File: config.mk
export PLATFORM = sky130hd
export DESIGN_NAME = epu_top
export DESIGN_NICKNAME = d
export VERILOG_FILES = /design/src/epu_pkg.sv /design/src/epu_decode.sv /design/src/epu_execute.sv /design/src/epu_msr_file.sv /design/src/epu_result.sv /design/src/epu_top.sv
export SDC_FILE = /design/constraint.sdc
export NUM_CORES = 1
export LEC_CHECK = 0
export BUFFER_PORTS_ARGS = -buffer_cell sky130_fd_sc_hd__buf_2
export CAP_MARGIN = 40
export CORE_MARGIN = 2
export CORE_UTILIZATION = 53
export DETAILED_ROUTE_END_ITERATION = 8
export PLACE_DENSITY = 0.76
export SLEW_MARGIN = 20
export SYNTH_ARGS = -nofsm -noshare
export SYNTH_HDL_FRONTEND = slang
export SYNTH_SLANG_ARGS = --single-unit
File: constraint.sdc
create_clock -name clk -period 5 [get_ports clk]
set_input_delay 1 -clock clk [delete_from_list [all_inputs] [get_ports clk]]
set_output_delay 1 -clock clk [all_outputs]
set_load 0.02 [all_outputs]
File: src/epu_pkg.sv
/* Widths, opcodes, MSR address views and payload types of the exception unit
   Imported by every module of the unit and by its testbench */
package epu_pkg;

   localparam int DATA_W     = 32;
   localparam int PC_W       = 30;
   localparam int MSR_ADDR_W = 15;
   localparam int BANK_W     = 4;

   localparam logic [BANK_W-1:0] BANK_PS = 4'd0;
   localparam logic [BANK_W-1:0] BANK_SR = 4'd1;

   // One-hot selects inside the processor-state bank, bit 5 reserved
   localparam int PS_SEL_W = 6;
   localparam int PS_PSR   = 0;
   localparam int PS_CPUID = 1;
   localparam int PS_EPSR  = 2;
   localparam int PS_EPC   = 3;
   localparam int PS_ELSA  = 4;

   // Up to 16 scratch registers
   localparam int SR_IDX_W = 4;

   localparam logic [DATA_W-1:0] CPUID_VALUE    = 32'h4e43_0101;
   localparam logic [DATA_W-1:0] SYSCALL_VECTOR = 32'h0000_0100;
   localparam logic [DATA_W-1:0] EINSN_VECTOR   = 32'h0000_0200;

   typedef enum logic [2:0] {
      OPC_RMSR    = 3'd0,
      OPC_WMSR    = 3'd1,
      OPC_SYSCALL = 3'd2,
      OPC_ERET    = 3'd3,
      OPC_EINSN   = 3'd4
   } epu_opc_e;

   ////////////////////////////////////////
   // MSR address, read per bank
   typedef union packed {
      struct packed {
         logic [BANK_W-1:0]                     bank;
         logic [MSR_ADDR_W-BANK_W-PS_SEL_W-1:0] rsvd;
         logic [PS_SEL_W-1:0]                   sel;
      } ps_view;
      struct packed {
         logic [BANK_W-1:0]                     bank;
         logic [MSR_ADDR_W-BANK_W-SR_IDX_W-1:0] rsvd;
         logic [SR_IDX_W-1:0]                   idx;
      } sr_view;
   } msr_addr_u;

   // Sits at bits 9..4 of the MSR data word
   typedef struct packed {
      logic dce;
      logic ice;
      logic dmme;
      logic imme;
      logic ire;
      logic rm;
   } psr_t;

   ////////////////////////////////////////
   // Raw code from the issuer, may hold an undefined opcode
   typedef struct packed {
      logic [$bits(epu_opc_e)-1:0] opc;
      logic [PC_W-1:0]             pc;
      logic [PC_W-1:0]             npc;
      logic [DATA_W-1:0]           operand1;
      logic [DATA_W-1:0]           operand2;
      logic [DATA_W-1:0]           imm;
   } epu_req_t;

   typedef struct packed {
      epu_opc_e          opc;
      msr_addr_u         addr;
      logic [DATA_W-1:0] wdata;
      logic [PC_W-1:0]   pc;
      logic [PC_W-1:0]   npc;
   } epu_dec_t;

   typedef struct packed {
      logic [DATA_W-1:0] rdata;
      logic              flush;
      logic [PC_W-1:0]   flush_tgt;
   } epu_resp_t;

endpackage

File: src/epu_decode.sv
/* First stage of the exception unit: takes one request over valid/ready,
   forms the MSR address, folds undefined opcodes into EINSN and registers it */
`timescale 1ns/1ps

module epu_decode (
   input  logic                clk,
   input  logic                rst,
   input  logic                in_valid,
   output logic                in_ready,
   input  epu_pkg::epu_req_t   in_req,
   input  logic                squash,
   output logic                dec_valid,
   input  logic                dec_ready,
   output epu_pkg::epu_dec_t   dec_op
);
   import epu_pkg::*;

   epu_dec_t dec_nxt;
   logic     accept;

   // Closed while a flush waits in the result stage
   assign in_ready = (~dec_valid | dec_ready) & ~squash;
   assign accept   = in_valid & in_ready;

   always_comb
   begin
      // MSR address is operand1 OR the low immediate bits
      dec_nxt.addr  = msr_addr_u'(in_req.operand1[MSR_ADDR_W-1:0] |
                                  in_req.imm[MSR_ADDR_W-1:0]);
      dec_nxt.wdata = in_req.operand2;
      dec_nxt.pc    = in_req.pc;
      dec_nxt.npc   = in_req.npc;
      case (in_req.opc)
         OPC_RMSR:    dec_nxt.opc = OPC_RMSR;
         OPC_WMSR:    dec_nxt.opc = OPC_WMSR;
         OPC_SYSCALL: dec_nxt.opc = OPC_SYSCALL;
         OPC_ERET:    dec_nxt.opc = OPC_ERET;
         default:     dec_nxt.opc = OPC_EINSN;
      endcase
   end

   always_ff @(posedge clk)
   begin
      if (rst)
         dec_valid <= 1'b0;
      else if (accept)
         dec_valid <= 1'b1;
      else if (dec_ready | squash)
         dec_valid <= 1'b0;   // moved on, or younger than a flush
   end

   always_ff @(posedge clk)
   begin
      if (accept)
         dec_op <= dec_nxt;
   end

   // Whatever code came in, the stage holds a defined opcode
   a_dec_opc_legal: assert property (@(posedge clk) disable iff (rst)
      accept |=> dec_op.opc inside {OPC_RMSR, OPC_WMSR, OPC_SYSCALL, OPC_ERET, OPC_EINSN});

endmodule

File: src/epu_execute.sv
/* Second stage of the exception unit, combinational: reads MSR state, picks
   the exception action and builds the response; state changes on transfer */
`timescale 1ns/1ps

module epu_execute #(
   parameter int SR_NUM = 8
) (
   input  logic                clk,
   input  logic                rst,
   input  logic                dec_valid,
   output logic                dec_ready,
   input  epu_pkg::epu_dec_t   dec_op,
   output logic                res_valid,
   input  logic                res_ready,
   output epu_pkg::epu_resp_t  res_resp
);
   import epu_pkg::*;

   logic              xfer;
   logic              is_rmsr;
   logic              is_wmsr;
   logic              is_sys;
   logic              is_eret;
   logic              is_einsn;
   logic              psr_wr;
   logic              save;
   logic              restore;
   logic              wr_en;
   logic              elsa_set;
   logic [DATA_W-1:0] rd_data;
   logic [DATA_W-1:0] epc;
   logic [DATA_W-1:0] epc_nxt;
   logic [DATA_W-1:0] elsa_nxt;

   // No storage here, so ready follows the result stage
   assign res_valid = dec_valid;
   assign dec_ready = res_ready;
   assign xfer      = dec_valid & res_ready;

   assign is_rmsr  = (dec_op.opc == OPC_RMSR);
   assign is_wmsr  = (dec_op.opc == OPC_WMSR);
   assign is_sys   = (dec_op.opc == OPC_SYSCALL);
   assign is_eret  = (dec_op.opc == OPC_ERET);
   assign is_einsn = (dec_op.opc == OPC_EINSN);

   // PSR write refetches from npc
   assign psr_wr = is_wmsr &
                   (dec_op.addr.ps_view.bank == BANK_PS) &
                   (dec_op.addr.ps_view.rsvd == '0) &
                   dec_op.addr.ps_view.sel[PS_PSR];

   ////////////////////////////////////////
   // Strobes into the register file
   assign save     = xfer & (is_sys | is_einsn);
   assign restore  = xfer & is_eret;
   assign wr_en    = xfer & is_wmsr;
   assign elsa_set = xfer & is_einsn;

   // Syscall resumes after itself, a faulting insn is retried
   assign epc_nxt  = is_sys ? {dec_op.npc, 2'b00} : {dec_op.pc, 2'b00};
   assign elsa_nxt = {dec_op.pc, 2'b00};

   always_comb
   begin
      res_resp.rdata = is_rmsr ? rd_data : '0;
      res_resp.flush = is_sys | is_einsn | is_eret | psr_wr;
      if (is_sys)
         res_resp.flush_tgt = SYSCALL_VECTOR[DATA_W-1 -: PC_W];
      else if (is_einsn)
         res_resp.flush_tgt = EINSN_VECTOR[DATA_W-1 -: PC_W];
      else if (is_eret)
         res_resp.flush_tgt = epc[DATA_W-1 -: PC_W];
      else if (psr_wr)
         res_resp.flush_tgt = dec_op.npc;
      else
         res_resp.flush_tgt = '0;
   end

   epu_msr_file #(
      .SR_NUM   (SR_NUM)
   ) u_msr_file (
      .clk      (clk),
      .rst      (rst),
      .rd_addr  (dec_op.addr),
      .rd_data  (rd_data),
      .wr_en    (wr_en),
      .wr_addr  (dec_op.addr),
      .wr_data  (dec_op.wdata),
      .save     (save),
      .restore  (restore),
      .epc_nxt  (epc_nxt),
      .elsa_set (elsa_set),
      .elsa_nxt (elsa_nxt),
      .epc      (epc)
   );

   // At most one source may touch PSR per edge
   a_one_psr_source: assert property (@(posedge clk) disable iff (rst)
      $onehot0({save, restore, wr_en & psr_wr}));

endmodule

File: src/epu_msr_file.sv
/* Machine-specific registers of the exception unit: PSR, EPSR, EPC, ELSA and
   the scratch bank, with the save on exception entry and restore on ERET */
`timescale 1ns/1ps

module epu_msr_file #(
   parameter int SR_NUM = 8
) (
   input  logic                         clk,
   input  logic                         rst,
   input  epu_pkg::msr_addr_u           rd_addr,
   output logic [epu_pkg::DATA_W-1:0]   rd_data,
   input  logic                         wr_en,
   input  epu_pkg::msr_addr_u           wr_addr,
   input  logic [epu_pkg::DATA_W-1:0]   wr_data,
   input  logic                         save,
   input  logic                         restore,
   input  logic [epu_pkg::DATA_W-1:0]   epc_nxt,
   input  logic                         elsa_set,
   input  logic [epu_pkg::DATA_W-1:0]   elsa_nxt,
   output logic [epu_pkg::DATA_W-1:0]   epc
);
   import epu_pkg::*;

   // PSR and EPSR position in the data word
   localparam int PSR_LSB = 4;

   psr_t              psr;
   psr_t              epsr;
   psr_t              wr_psr;
   logic [DATA_W-1:0] elsa;
   logic [DATA_W-1:0] sr [SR_NUM];
   logic              rd_ps;
   logic              rd_sr;
   logic              wr_ps;
   logic              wr_sr;
   logic [DATA_W-1:0] psr_word;
   logic [DATA_W-1:0] epsr_word;
   logic [DATA_W-1:0] ps_data;
   logic [DATA_W-1:0] sr_data;

   // Nonzero reserved field means unmapped
   assign rd_ps = (rd_addr.ps_view.bank == BANK_PS) && (rd_addr.ps_view.rsvd == '0);
   assign rd_sr = (rd_addr.sr_view.bank == BANK_SR) && (rd_addr.sr_view.rsvd == '0);
   assign wr_ps = wr_en && (wr_addr.ps_view.bank == BANK_PS) && (wr_addr.ps_view.rsvd == '0);
   assign wr_sr = wr_en && (wr_addr.sr_view.bank == BANK_SR) && (wr_addr.sr_view.rsvd == '0);

   assign wr_psr = wr_data[PSR_LSB +: $bits(psr_t)];

   ////////////////////////////////////////
   // Read side
   always_comb
   begin
      psr_word = '0;
      psr_word[PSR_LSB +: $bits(psr_t)] = psr;
      epsr_word = '0;
      epsr_word[PSR_LSB +: $bits(psr_t)] = epsr;

      // Selects are one-hot, OR the picked registers together
      ps_data = ({DATA_W{rd_addr.ps_view.sel[PS_PSR]}}   & psr_word)    |
                ({DATA_W{rd_addr.ps_view.sel[PS_CPUID]}} & CPUID_VALUE) |
                ({DATA_W{rd_addr.ps_view.sel[PS_EPSR]}}  & epsr_word)   |
                ({DATA_W{rd_addr.ps_view.sel[PS_EPC]}}   & epc)         |
                ({DATA_W{rd_addr.ps_view.sel[PS_ELSA]}}  & elsa);

      // Index at or above SR_NUM matches nothing
      sr_data = '0;
      for (int i = 0; i < SR_NUM; i++)
      begin
         if (rd_addr.sr_view.idx == SR_IDX_W'(i))
            sr_data = sr[i];
      end

      rd_data = rd_ps ? ps_data : (rd_sr ? sr_data : '0);
   end

   ////////////////////////////////////////
   // Write side, exception entry and return first
   always_ff @(posedge clk)
   begin
      if (rst)
      begin
         psr  <= '{rm: 1'b1, default: 1'b0};
         epsr <= '0;
      end
      else if (save)
      begin
         epsr    <= psr;
         psr.rm  <= 1'b1;
         psr.ire <= 1'b0;
      end
      else if (restore)
         psr <= epsr;
      else if (wr_ps)
      begin
         if (wr_addr.ps_view.sel[PS_PSR])
            psr <= wr_psr;
         if (wr_addr.ps_view.sel[PS_EPSR])
            epsr <= wr_psr;
      end
   end

   always_ff @(posedge clk)
   begin
      if (rst)
         epc <= '0;
      else if (save)
         epc <= epc_nxt;
      else if (wr_ps && wr_addr.ps_view.sel[PS_EPC])
         epc <= wr_data;
   end

   always_ff @(posedge clk)
   begin
      if (rst)
         elsa <= '0;
      else if (elsa_set)
         elsa <= elsa_nxt;
      else if (wr_ps && wr_addr.ps_view.sel[PS_ELSA])
         elsa <= wr_data;
   end

   always_ff @(posedge clk)
   begin
      if (rst)
      begin
         for (int i = 0; i < SR_NUM; i++)
            sr[i] <= '0;
      end
      else if (wr_sr)
      begin
         for (int i = 0; i < SR_NUM; i++)
         begin
            if (wr_addr.sr_view.idx == SR_IDX_W'(i))
               sr[i] <= wr_data;
         end
      end
   end

endmodule

File: src/epu_result.sv
/* Output register of the exception unit: holds a response under back-pressure
   and raises squash while the held response flushes the pipeline */
`timescale 1ns/1ps

module epu_result (
   input  logic                 clk,
   input  logic                 rst,
   input  logic                 res_valid,
   output logic                 res_ready,
   input  epu_pkg::epu_resp_t   res_resp,
   output logic                 out_valid,
   input  logic                 out_ready,
   output epu_pkg::epu_resp_t   out_resp,
   output logic                 squash
);
   logic load;

   assign squash = out_valid & out_resp.flush;

   // Nothing may follow a flush in, the op behind it is dropped
   assign res_ready = ~out_valid | (out_ready & ~squash);
   assign load      = res_valid & res_ready;

   always_ff @(posedge clk)
   begin
      if (rst)
         out_valid <= 1'b0;
      else if (load)
         out_valid <= 1'b1;
      else if (out_ready)
         out_valid <= 1'b0;
   end

   always_ff @(posedge clk)
   begin
      if (load)
         out_resp <= res_resp;
   end

   // Stalled response stays put until writeback takes it
   a_resp_stable: assert property (@(posedge clk) disable iff (rst)
      out_valid && !out_ready |=> out_valid && $stable(out_resp));

endmodule

File: src/epu_top.sv
/* Exception processing unit top: decode, execute and result stages
   between the issuer handshake and the writeback handshake */
`timescale 1ns/1ps

module epu_top #(
   parameter int SR_NUM = 8
) (
   input  logic                 clk,
   input  logic                 rst,
   input  logic                 in_valid,
   output logic                 in_ready,
   input  epu_pkg::epu_req_t    in_req,
   output logic                 out_valid,
   input  logic                 out_ready,
   output epu_pkg::epu_resp_t   out_resp
);
   import epu_pkg::*;

   logic      dec_valid;
   logic      dec_ready;
   epu_dec_t  dec_op;
   logic      res_valid;
   logic      res_ready;
   epu_resp_t res_resp;
   logic      squash;

   epu_decode u_decode (
      .clk       (clk),
      .rst       (rst),
      .in_valid  (in_valid),
      .in_ready  (in_ready),
      .in_req    (in_req),
      .squash    (squash),
      .dec_valid (dec_valid),
      .dec_ready (dec_ready),
      .dec_op    (dec_op)
   );

   epu_execute #(
      .SR_NUM    (SR_NUM)
   ) u_execute (
      .clk       (clk),
      .rst       (rst),
      .dec_valid (dec_valid),
      .dec_ready (dec_ready),
      .dec_op    (dec_op),
      .res_valid (res_valid),
      .res_ready (res_ready),
      .res_resp  (res_resp)
   );

   epu_result u_result (
      .clk       (clk),
      .rst       (rst),
      .res_valid (res_valid),
      .res_ready (res_ready),
      .res_resp  (res_resp),
      .out_valid (out_valid),
      .out_ready (out_ready),
      .out_resp  (out_resp),
      .squash    (squash)
   );

endmodule

==> impl_results.md, run 1 <==
* Global placement routability congestion at 0.839
* Fin. Hold Viols at 0
* Syn avg cell area at 12.8 um2
* RR Endpoint: u_execute.u_msr_file.sr[1][43]
* WP data arrival at 3.74 ns
* Top cells by count, synth: edfxtp_1, nor2_1, nand2_1
* First-pass GRT wire length at 88,600 um
* FF+latch count, synth at 507
* Row cnt at 73
* Die W at 206 um
* Worst path max stage delay at 0.73 ns
* Clock Tree Root: clkbuf_16
* Synth cell types at 72
* Clock Latency Late Sink at 0.58 ns
* Maximum vdd drop at 0.346 mV
* NetSw at 2.05 mW
* DRC errors left at 0
* Sink Count at 507
* Least-Margin Pin Slew at 0.893 ns
* LEAKAGE at 9.08 nW
* TNS Setup at 0 ns
* TritonRoute pass-1 iters at 7
* H-tree depth at 2
* Hold crit path type: reg2reg
* Dominant cell type by area after synthesis: edfxtp_1
* Status: finished, final reports clean
* Power Internal at 7.10 mW
* Clock Pin Slew Worst Setup and Hold Paths at 0.06 ns
* IO Port Bufs at 193
* Worst slack, placed at 1.47 ns
* Slew margin rel. at 40.5%
* Pin count of the biggest net entering global routing at 120
* DR iter-0 viols at 1,687
* Comb power frac at 6.6%
* Total GRT Usage at 27.9%
* Post-synthesis instance area at 21,600 um2
* WL/cell at 24.7 um
* Initial antenna violation count at 2
* Synth top area share at 59.6%
* Number of global-route vias before repair at 15,000
* Post-CTS Resized at 0
* Critical Path Fanout Max at 35
* Syn_nets at 1,844
* Die Area at 42,400 um2
* Max Clk Rate at 0.288 GHz
* Hold Path Depth at 2
* Most instantiated library cell after synthesis: edfxtp_1
* CORE AREA at 40,000 um2
* Post-CTS Hold Fix Bufs at 0
* NumNets Final at 2,014
* Ys async rst share at 0%
* CP Class: reg2reg
* Yosys warning total at 0
* Hold Path Sink: u_execute.u_msr_file.epc[1]
* Post-route clock period utilization at 69.4%
* Slack of the critical path at 1.53 ns
* Inserted Diodes at 0
* Critical path origin: u_decode.dec_op[96]
* Total CTS buffers at 49
* RSZ-0062 raised after global routing: false
* Reg2Reg Depth at 7
* Fillcell total at 2,987
* Area growth syn-to-layout at 14.3%
* Synth area leaders: edfxtp_1, dfxtp_1, nor2_1
* Cell-by-cell trace of the critical path: buf_4 > nor3b_1 > and2_2 > nand3_2 > or4b_2 > nand2_2 > buf_12
* Worst path required time at 5.27 ns
* Hold path startpoint: u_execute.u_msr_file.epc[1]
* Final setup vio count at 0
* Reg2reg setup slack at 1.53 ns
* Initial Util at 54.0%
* Post-synth top flop: edfxtp_1
* Final Routed Wirelength at 59,600 um
* Critical-path top delay cell: or4b_2
* Critical path launch point type: flop
* Reg-to-reg startpoint: u_decode.dec_op[96]
* Post-route ant nets at 0
* CTS tree: built
* Post-synthesis sequential area ratio at 66.9%
* Slew Limit Fails at 0
* Overflow after GRT at 0
* Critical Path End Type: flop
* Crit path time final at 3.47 ns
* Die H at 206 um
* Detailed-route via count at 15,200
* DP HPWL at 36,700 um
* EDFF count, synth at 429
* Via density at 6.31
* PwrDens at 370 nW/um2
* I/O pins at 228
* Setup Skew at 0.0252 ns
* Clk buf depth at 3
* Post-CTS Setup Bufs at 0
* Max-Cap Viols at 0
* Clock Power Share at 40.0%
* Cells after Synth at 1,681
* Share of layout cells above drive strength 1 at 23.3%
* Sequential fraction of design power at 53.4%
* Switching portion of total power at 22.4%
==> registers in the layout (all words and copies together) (netlist names) <==
register and flops:
u_execute.u_msr_file.sr 256, u_decode.dec_op 110, u_result.out_resp 63, u_execute.u_msr_file.elsa 32, u_execute.u_msr_file.epc 32, u_execute.u_msr_file.epsr 6, u_execute.u_msr_file.psr 6, u_decode.dec_valid 1
u_result.out_valid 1
==> through the flow <==
stage	total power [mW]	std cells	hold WS (ns)	utilization, %	instance area [um2]
after floorplan	5.29	1681	0.443	-	21600
after global placement	5.53	2320	0.453	57.6	23100
after detailed placement	5.56	2323	0.462	57.7	23100
after CTS	9.15	2413	0.471	61.6	24700
after global routing	9.38	2415	0.495	61.7	24700
final	9.15	2415	0.475	61.7	24700
==> power by group through the flow <==
stage	combinational [mW]	sequential [mW]	clock [mW]
after floorplan	0.346	4.95	0
after global placement	0.575	4.96	0
after detailed placement	0.593	4.97	0
after CTS	0.596	4.88	3.67
after global routing	0.647	4.89	3.84
final	0.605	4.88	3.66
==> routing by layer <==
metal / GRT usage, % / vias to the layer above / share of wire [%]
met3: 5.03 / 193 / 11
li1: - / 6586 / -
met4: 13.6 / 2 / 5.3
met1: 36.9 / 7460 / 37
met5: 0 / - / 0.012
met2: 44.8 / 1008 / 47
==> final cells by class <==
type | instances | area (um2) | area share (%)
Sequential cell | 507 | 14400 | 58.5
Multi-Input combinational cell | 1016 | 6470 | 26.2
Clock buffer | 73 | 1420 | 5.74
Timing Repair Buffer | 241 | 1410 | 5.71
Tap cell | 525 | 657 | 2.66
Clock inverter | 17 | 160 | 0.648
Inverter | 36 | 135 | 0.547
==> worst max-delay path by stage <==
stage | slack [ns] | depth (start not counted) | to
2_1_floorplan | -0.01 | 6 | u_execute.u_msr_file.sr[1][100]
3_3_place_gp | 1.46 | 10 | u_execute.u_msr_file.sr[0][34]
3_5_place_dp | 1.47 | 10 | u_execute.u_msr_file.sr[0][89]
4_1_cts | 1.56 | 7 | u_execute.u_msr_file.sr[1][36]
5_1_grt | 1.41 | 7 | u_execute.u_msr_file.sr[1][43]
6_report | 1.53 | 7 | u_execute.u_msr_file.sr[1][43]
==> layout by cell type, fill, tap and decap left out, types with 5 or more instances in the layout <==
cell type  Yosys  routed
dfxtp_1       78      78
o22ai_1       36      36
nand3b_1      10      10
a311oi_1      30      30
o21ai_0       22      21
clkbuf_8       0       6
or2_2         17      17
a22oi_1       21      21
nor2_2        18      18
o221a_1        6       6
nor3_1        14      13
a22o_1        33      33
nor3b_1        5       5
nor2_4        12      12
clkbuf_16      0      51
mux2_2        28      28
nand2_1      205     205
a31oi_1       32      32
or3_1          5       5
nor2b_1       26      25
edfxtp_1     429     429
buf_12         4       5
a211oi_1      28      28
nand3_1       10       9
clkinv_2       0       6
clkinv_1       0       6
a21oi_1       48      48
mux2i_1       57      57
nand2b_1      14      14
clkbuf_1      72      16
nor2_1       236     236
a221oi_1      14      14
buf_2         18     195
o221a_2       10      10
buf_4          2      39
mux4_2        21      21
inv_1         34      34
==> critical path: cells and delay by family (launching register included) <==
family,cells,cell delay [ns]
DFF,1,0.37
and+or+nand+nor,5,2.22
buffers and inverters,2,0.53
==> kinds of logic after synthesis <==
group,after synthesis,share of synthesized area (%)
simple gates,597,12.8
flops,507,66.9
compound gates,312,10.6
buf+inv,158,3.38
mux,106,6.29
xor+xnor,1,0.0406
Power figures use the tool's default switching activity.
==> run 2, diff against run 1 <==
--- a/config.mk
+++ b/config.mk
@@ -8,9 +8,9 @@
 export BUFFER_PORTS_ARGS = -buffer_cell sky130_fd_sc_hd__buf_2
 export CAP_MARGIN = 40
 export CORE_MARGIN = 2
-export CORE_UTILIZATION = 53
+export CORE_UTILIZATION = 59
 export DETAILED_ROUTE_END_ITERATION = 8
-export PLACE_DENSITY = 0.76
+export PLACE_DENSITY = 0.8
 export SLEW_MARGIN = 20
 export SYNTH_ARGS = -nofsm -noshare
 export SYNTH_HDL_FRONTEND = slang
==> constraint.sdc (replaced) <==
create_clock -name clk -period 3.3 [get_ports clk]
set_input_delay 0.66 -clock clk [delete_from_list [all_inputs] [get_ports clk]]
set_output_delay 0.66 -clock clk [all_outputs]
set_load 0.02 [all_outputs]
==> impl_results.md, run 2 (synthesized netlist as in run 1, its figures left out) <==
* Initial antenna violation count at 1 (was 2)
* Detailed-route via count at 15,500 (was 15,200)
* Hold crit path type: in2reg (was reg2reg)
* Most common cell after layout, fill and taps aside: edfxtp_1 (unchanged)
* Post-CTS Resized at 0 (unchanged)
* NumNets Final at 2,040 (was 2,014)
* Fillcell total at 2,411 (was 2,987)
* Area growth syn-to-layout at 15.3% (was 14.3%)
* Post-route ant nets at 0 (unchanged)
* Critical Path Fanout Max at 32 (was 35)
* WP data arrival at 3.33 ns (was 3.74 ns)
* Share of layout cells above drive strength 1 at 24.5% (was 23.3%)
* Total CTS buffers at 49 (unchanged)
* Worst slack, placed at 0.360 ns (was 1.47 ns)
* Fin. Hold Viols at 0 (unchanged)
* Sink Count at 507 (unchanged)
* Final Routed Wirelength at 58,900 um (was 59,600 um)
* Die Area at 38,200 um2 (was 42,400 um2)
* CP Class: reg2reg (unchanged)
* CORE AREA at 36,300 um2 (was 40,000 um2)
* Slew Limit Fails at 0 (unchanged)
* Multi-input gate area at 6470 um2 (about the same)
* Critical path launch point type: flop (unchanged)
* Crit path time final at 2.91 ns (was 3.47 ns)
* Design area at 24,900 um2 (was 24,700 um2)
* Least-Margin Pin Slew at 0.901 ns (was 0.893 ns)
* Most flop-heavy register: u_execute.u_msr_file.sr (unchanged)
* Number of global-route vias before repair at 15,400 (was 15,000)
* Reg2reg setup slack at 0.39 ns (was 1.53 ns)
* DP Area at 23,200 um2 (was 23,100 um2)
* Reg2Reg Depth at 6 (was 7)
* IO Port Bufs at 193 (unchanged)
* Overflow after GRT at 0 (unchanged)
* Critical Path End Type: flop (unchanged)
* Hold Path Sink: u_decode.dec_op[3] (was u_execute.u_msr_file.epc[1])
* RSZ-0062 raised after global routing: false (unchanged)
* Slack of the critical path at 0.392 ns (was 1.53 ns)
* Hold Path Depth at 1 (was 2)
* Status: finished, final reports clean (unchanged)
* H-tree depth at 2 (unchanged)
* Setup Skew at 0.0241 ns (was 0.0252 ns)
* Initial Util at 59.4% (was 54.0%)
* First-pass GRT wire length at 89,000 um (was 88,600 um)
* Post-route clock period utilization at 88.1% (was 69.4%)
* Clock Pin Slew Worst Setup and Hold Paths at 0.06 ns (about the same)
* Biggest regs: u_execute.u_msr_file.sr (256), u_decode.dec_op (110), u_result.out_resp (63) (unchanged)
* DP HPWL at 37,600 um (was 36,700 um)
* Finished Layout Cells at 2,385 (was 2,415)
* DR iter-0 viols at 2,236 (was 1,687)
* Slew margin rel. at 39.8% (was 40.5%)
* WL/cell at 24.7 um (about the same)
* Max Clk Rate at 0.344 GHz (was 0.288 GHz)
* Max FFs per register at 256 (unchanged)
* Maximum vdd drop at 0.436 mV (was 0.346 mV)
* Clk buf depth at 3 (unchanged)
* Final setup vio count at 0 (unchanged)
* Placed cells at 2,292 (was 2,323)
* Post-CTS Hold Fix Bufs at 0 (unchanged)
* RR Endpoint: u_execute.u_msr_file.sr[1][32] (was u_execute.u_msr_file.sr[1][43])
* PwrDens at 567 nW/um2 (was 370 nW/um2)
* Tot Pwr at 14.1 mW (was 9.15 mW)
* Clock Tree Root: clkbuf_16 (unchanged)
* Global placement routability congestion at 0.862 (was 0.839)
* LEAKAGE at 9.23 nW (was 9.08 nW)
* CTS tree: built (unchanged)
* Worst path max stage delay at 0.66 ns (was 0.73 ns)
* Worst path required time at 3.72 ns (was 5.27 ns)
* Reg-to-reg startpoint: u_decode.dec_op[99] (was u_decode.dec_op[96])
* Inserted Diodes at 0 (unchanged)
* Row cnt at 70 (was 73)
* Total GRT Usage at 30.9% (was 27.9%)
* Via density at 6.48 (was 6.31)
* Pin count of the biggest net entering global routing at 73 (was 120)
* Storage cell area at 14,400 um2 (unchanged)
* Max-Cap Viols at 0 (unchanged)
* Die W at 195 um (was 206 um)
* Commonest non-fill, non-tap cells in the layout: edfxtp_1, nor2_1, nand2_1 (unchanged)
* Hold path startpoint: in_req[99] (was u_execute.u_msr_file.epc[1])
* Clock Latency Late Sink at 0.59 ns (was 0.58 ns)
* I/O pins at 228 (unchanged)
* Post-CTS Setup Bufs at 0 (unchanged)
* Cell-by-cell trace of the critical path: or4_4 > nor3_4 > nand3_2 > or4b_2 > buf_4 > nor2_1 (was buf_4 > nor3b_1 > and2_2 > nand3_2 > or4b_2 > nand2_2 > buf_12)
* DRC errors left at 0 (unchanged)
* TNS Setup at 0 ns (unchanged)
* TritonRoute pass-1 iters at 6 (was 7)
* Critical-path top delay cell: or4b_2 (unchanged)
* Die H at 195 um (was 206 um)
-- run 2: changes by cell type in the layout (fill, tap and decap cells not counted), sizes merged --
cell	previous run	this run
buf	241	266
inv	38	37
clkinvlp	0	2
clkbuf	73	74
clkinv	12	10
bufinv	3	5
-- run 2: layout make-up --
class	instances	share of cell area [%]
Clock buffer	73	5.78
Clock inverter	18	0.944
Timing Repair Buffer	267	6.42
Inverter	36	0.553
Multi-Input combinational cell	1016	26.0
Sequential cell	507	58.0
Tap cell	468	2.35
-- run 2: how the worst max path moves through the flow --
stage | end | slack [ns] | start | cells past startpoint
finish | u_execute.u_msr_file.sr[1][32] | 0.39 | u_decode.dec_op[99] | 6
global route | u_execute.u_msr_file.sr[1][32] | 0.28 | u_decode.dec_op[99] | 6
CTS | u_execute.u_msr_file.sr[1][45] | 0.41 | u_decode.dec_op[99] | 6
detailed placement | u_execute.u_msr_file.epsr[1] | 0.36 | out_ready | 9
global placement | u_execute.u_msr_file.epsr[1] | 0.44 | out_ready | 9
floorplan | u_execute.u_msr_file.sr[1][100] | -0.22 | out_ready | 6
-- run 2: where the power goes --
part	switching, mW	internal [mW]
clock	2.38	3.42
sequential	0.162	7.23
combinational	0.607	0.331
total	3.15	11.0
-- run 2: routing by layer --
metal  share of wire, %  vias up  wire [um]  track usage, %
li1                   -     6636          -               -
met5              0.022        -         13               0
met3                 11      184       6320            5.46
met2                 49     1113      28700            50.7
met1                 36     7523      21300            41.1
met4                4.4        2       2570            13.4
-- run 2: stage by stage --
stage / util (%) / hold WS, ns
6_report: 68.5 / 0.246
5_1_grt: 68.5 / 0.244
4_1_cts: 68.4 / 0.237
3_5_place_dp: 63.8 / 0.472
3_3_place_gp: 63.8 / 0.456
2_1_floorplan: - / 0.443
-- run 2: worst max-delay path, delay by kind of cell, from the launching register on --
family	cells	cell delay, ns
buf+inv	1	0.40
simple gates	5	1.94
flops	1	0.36
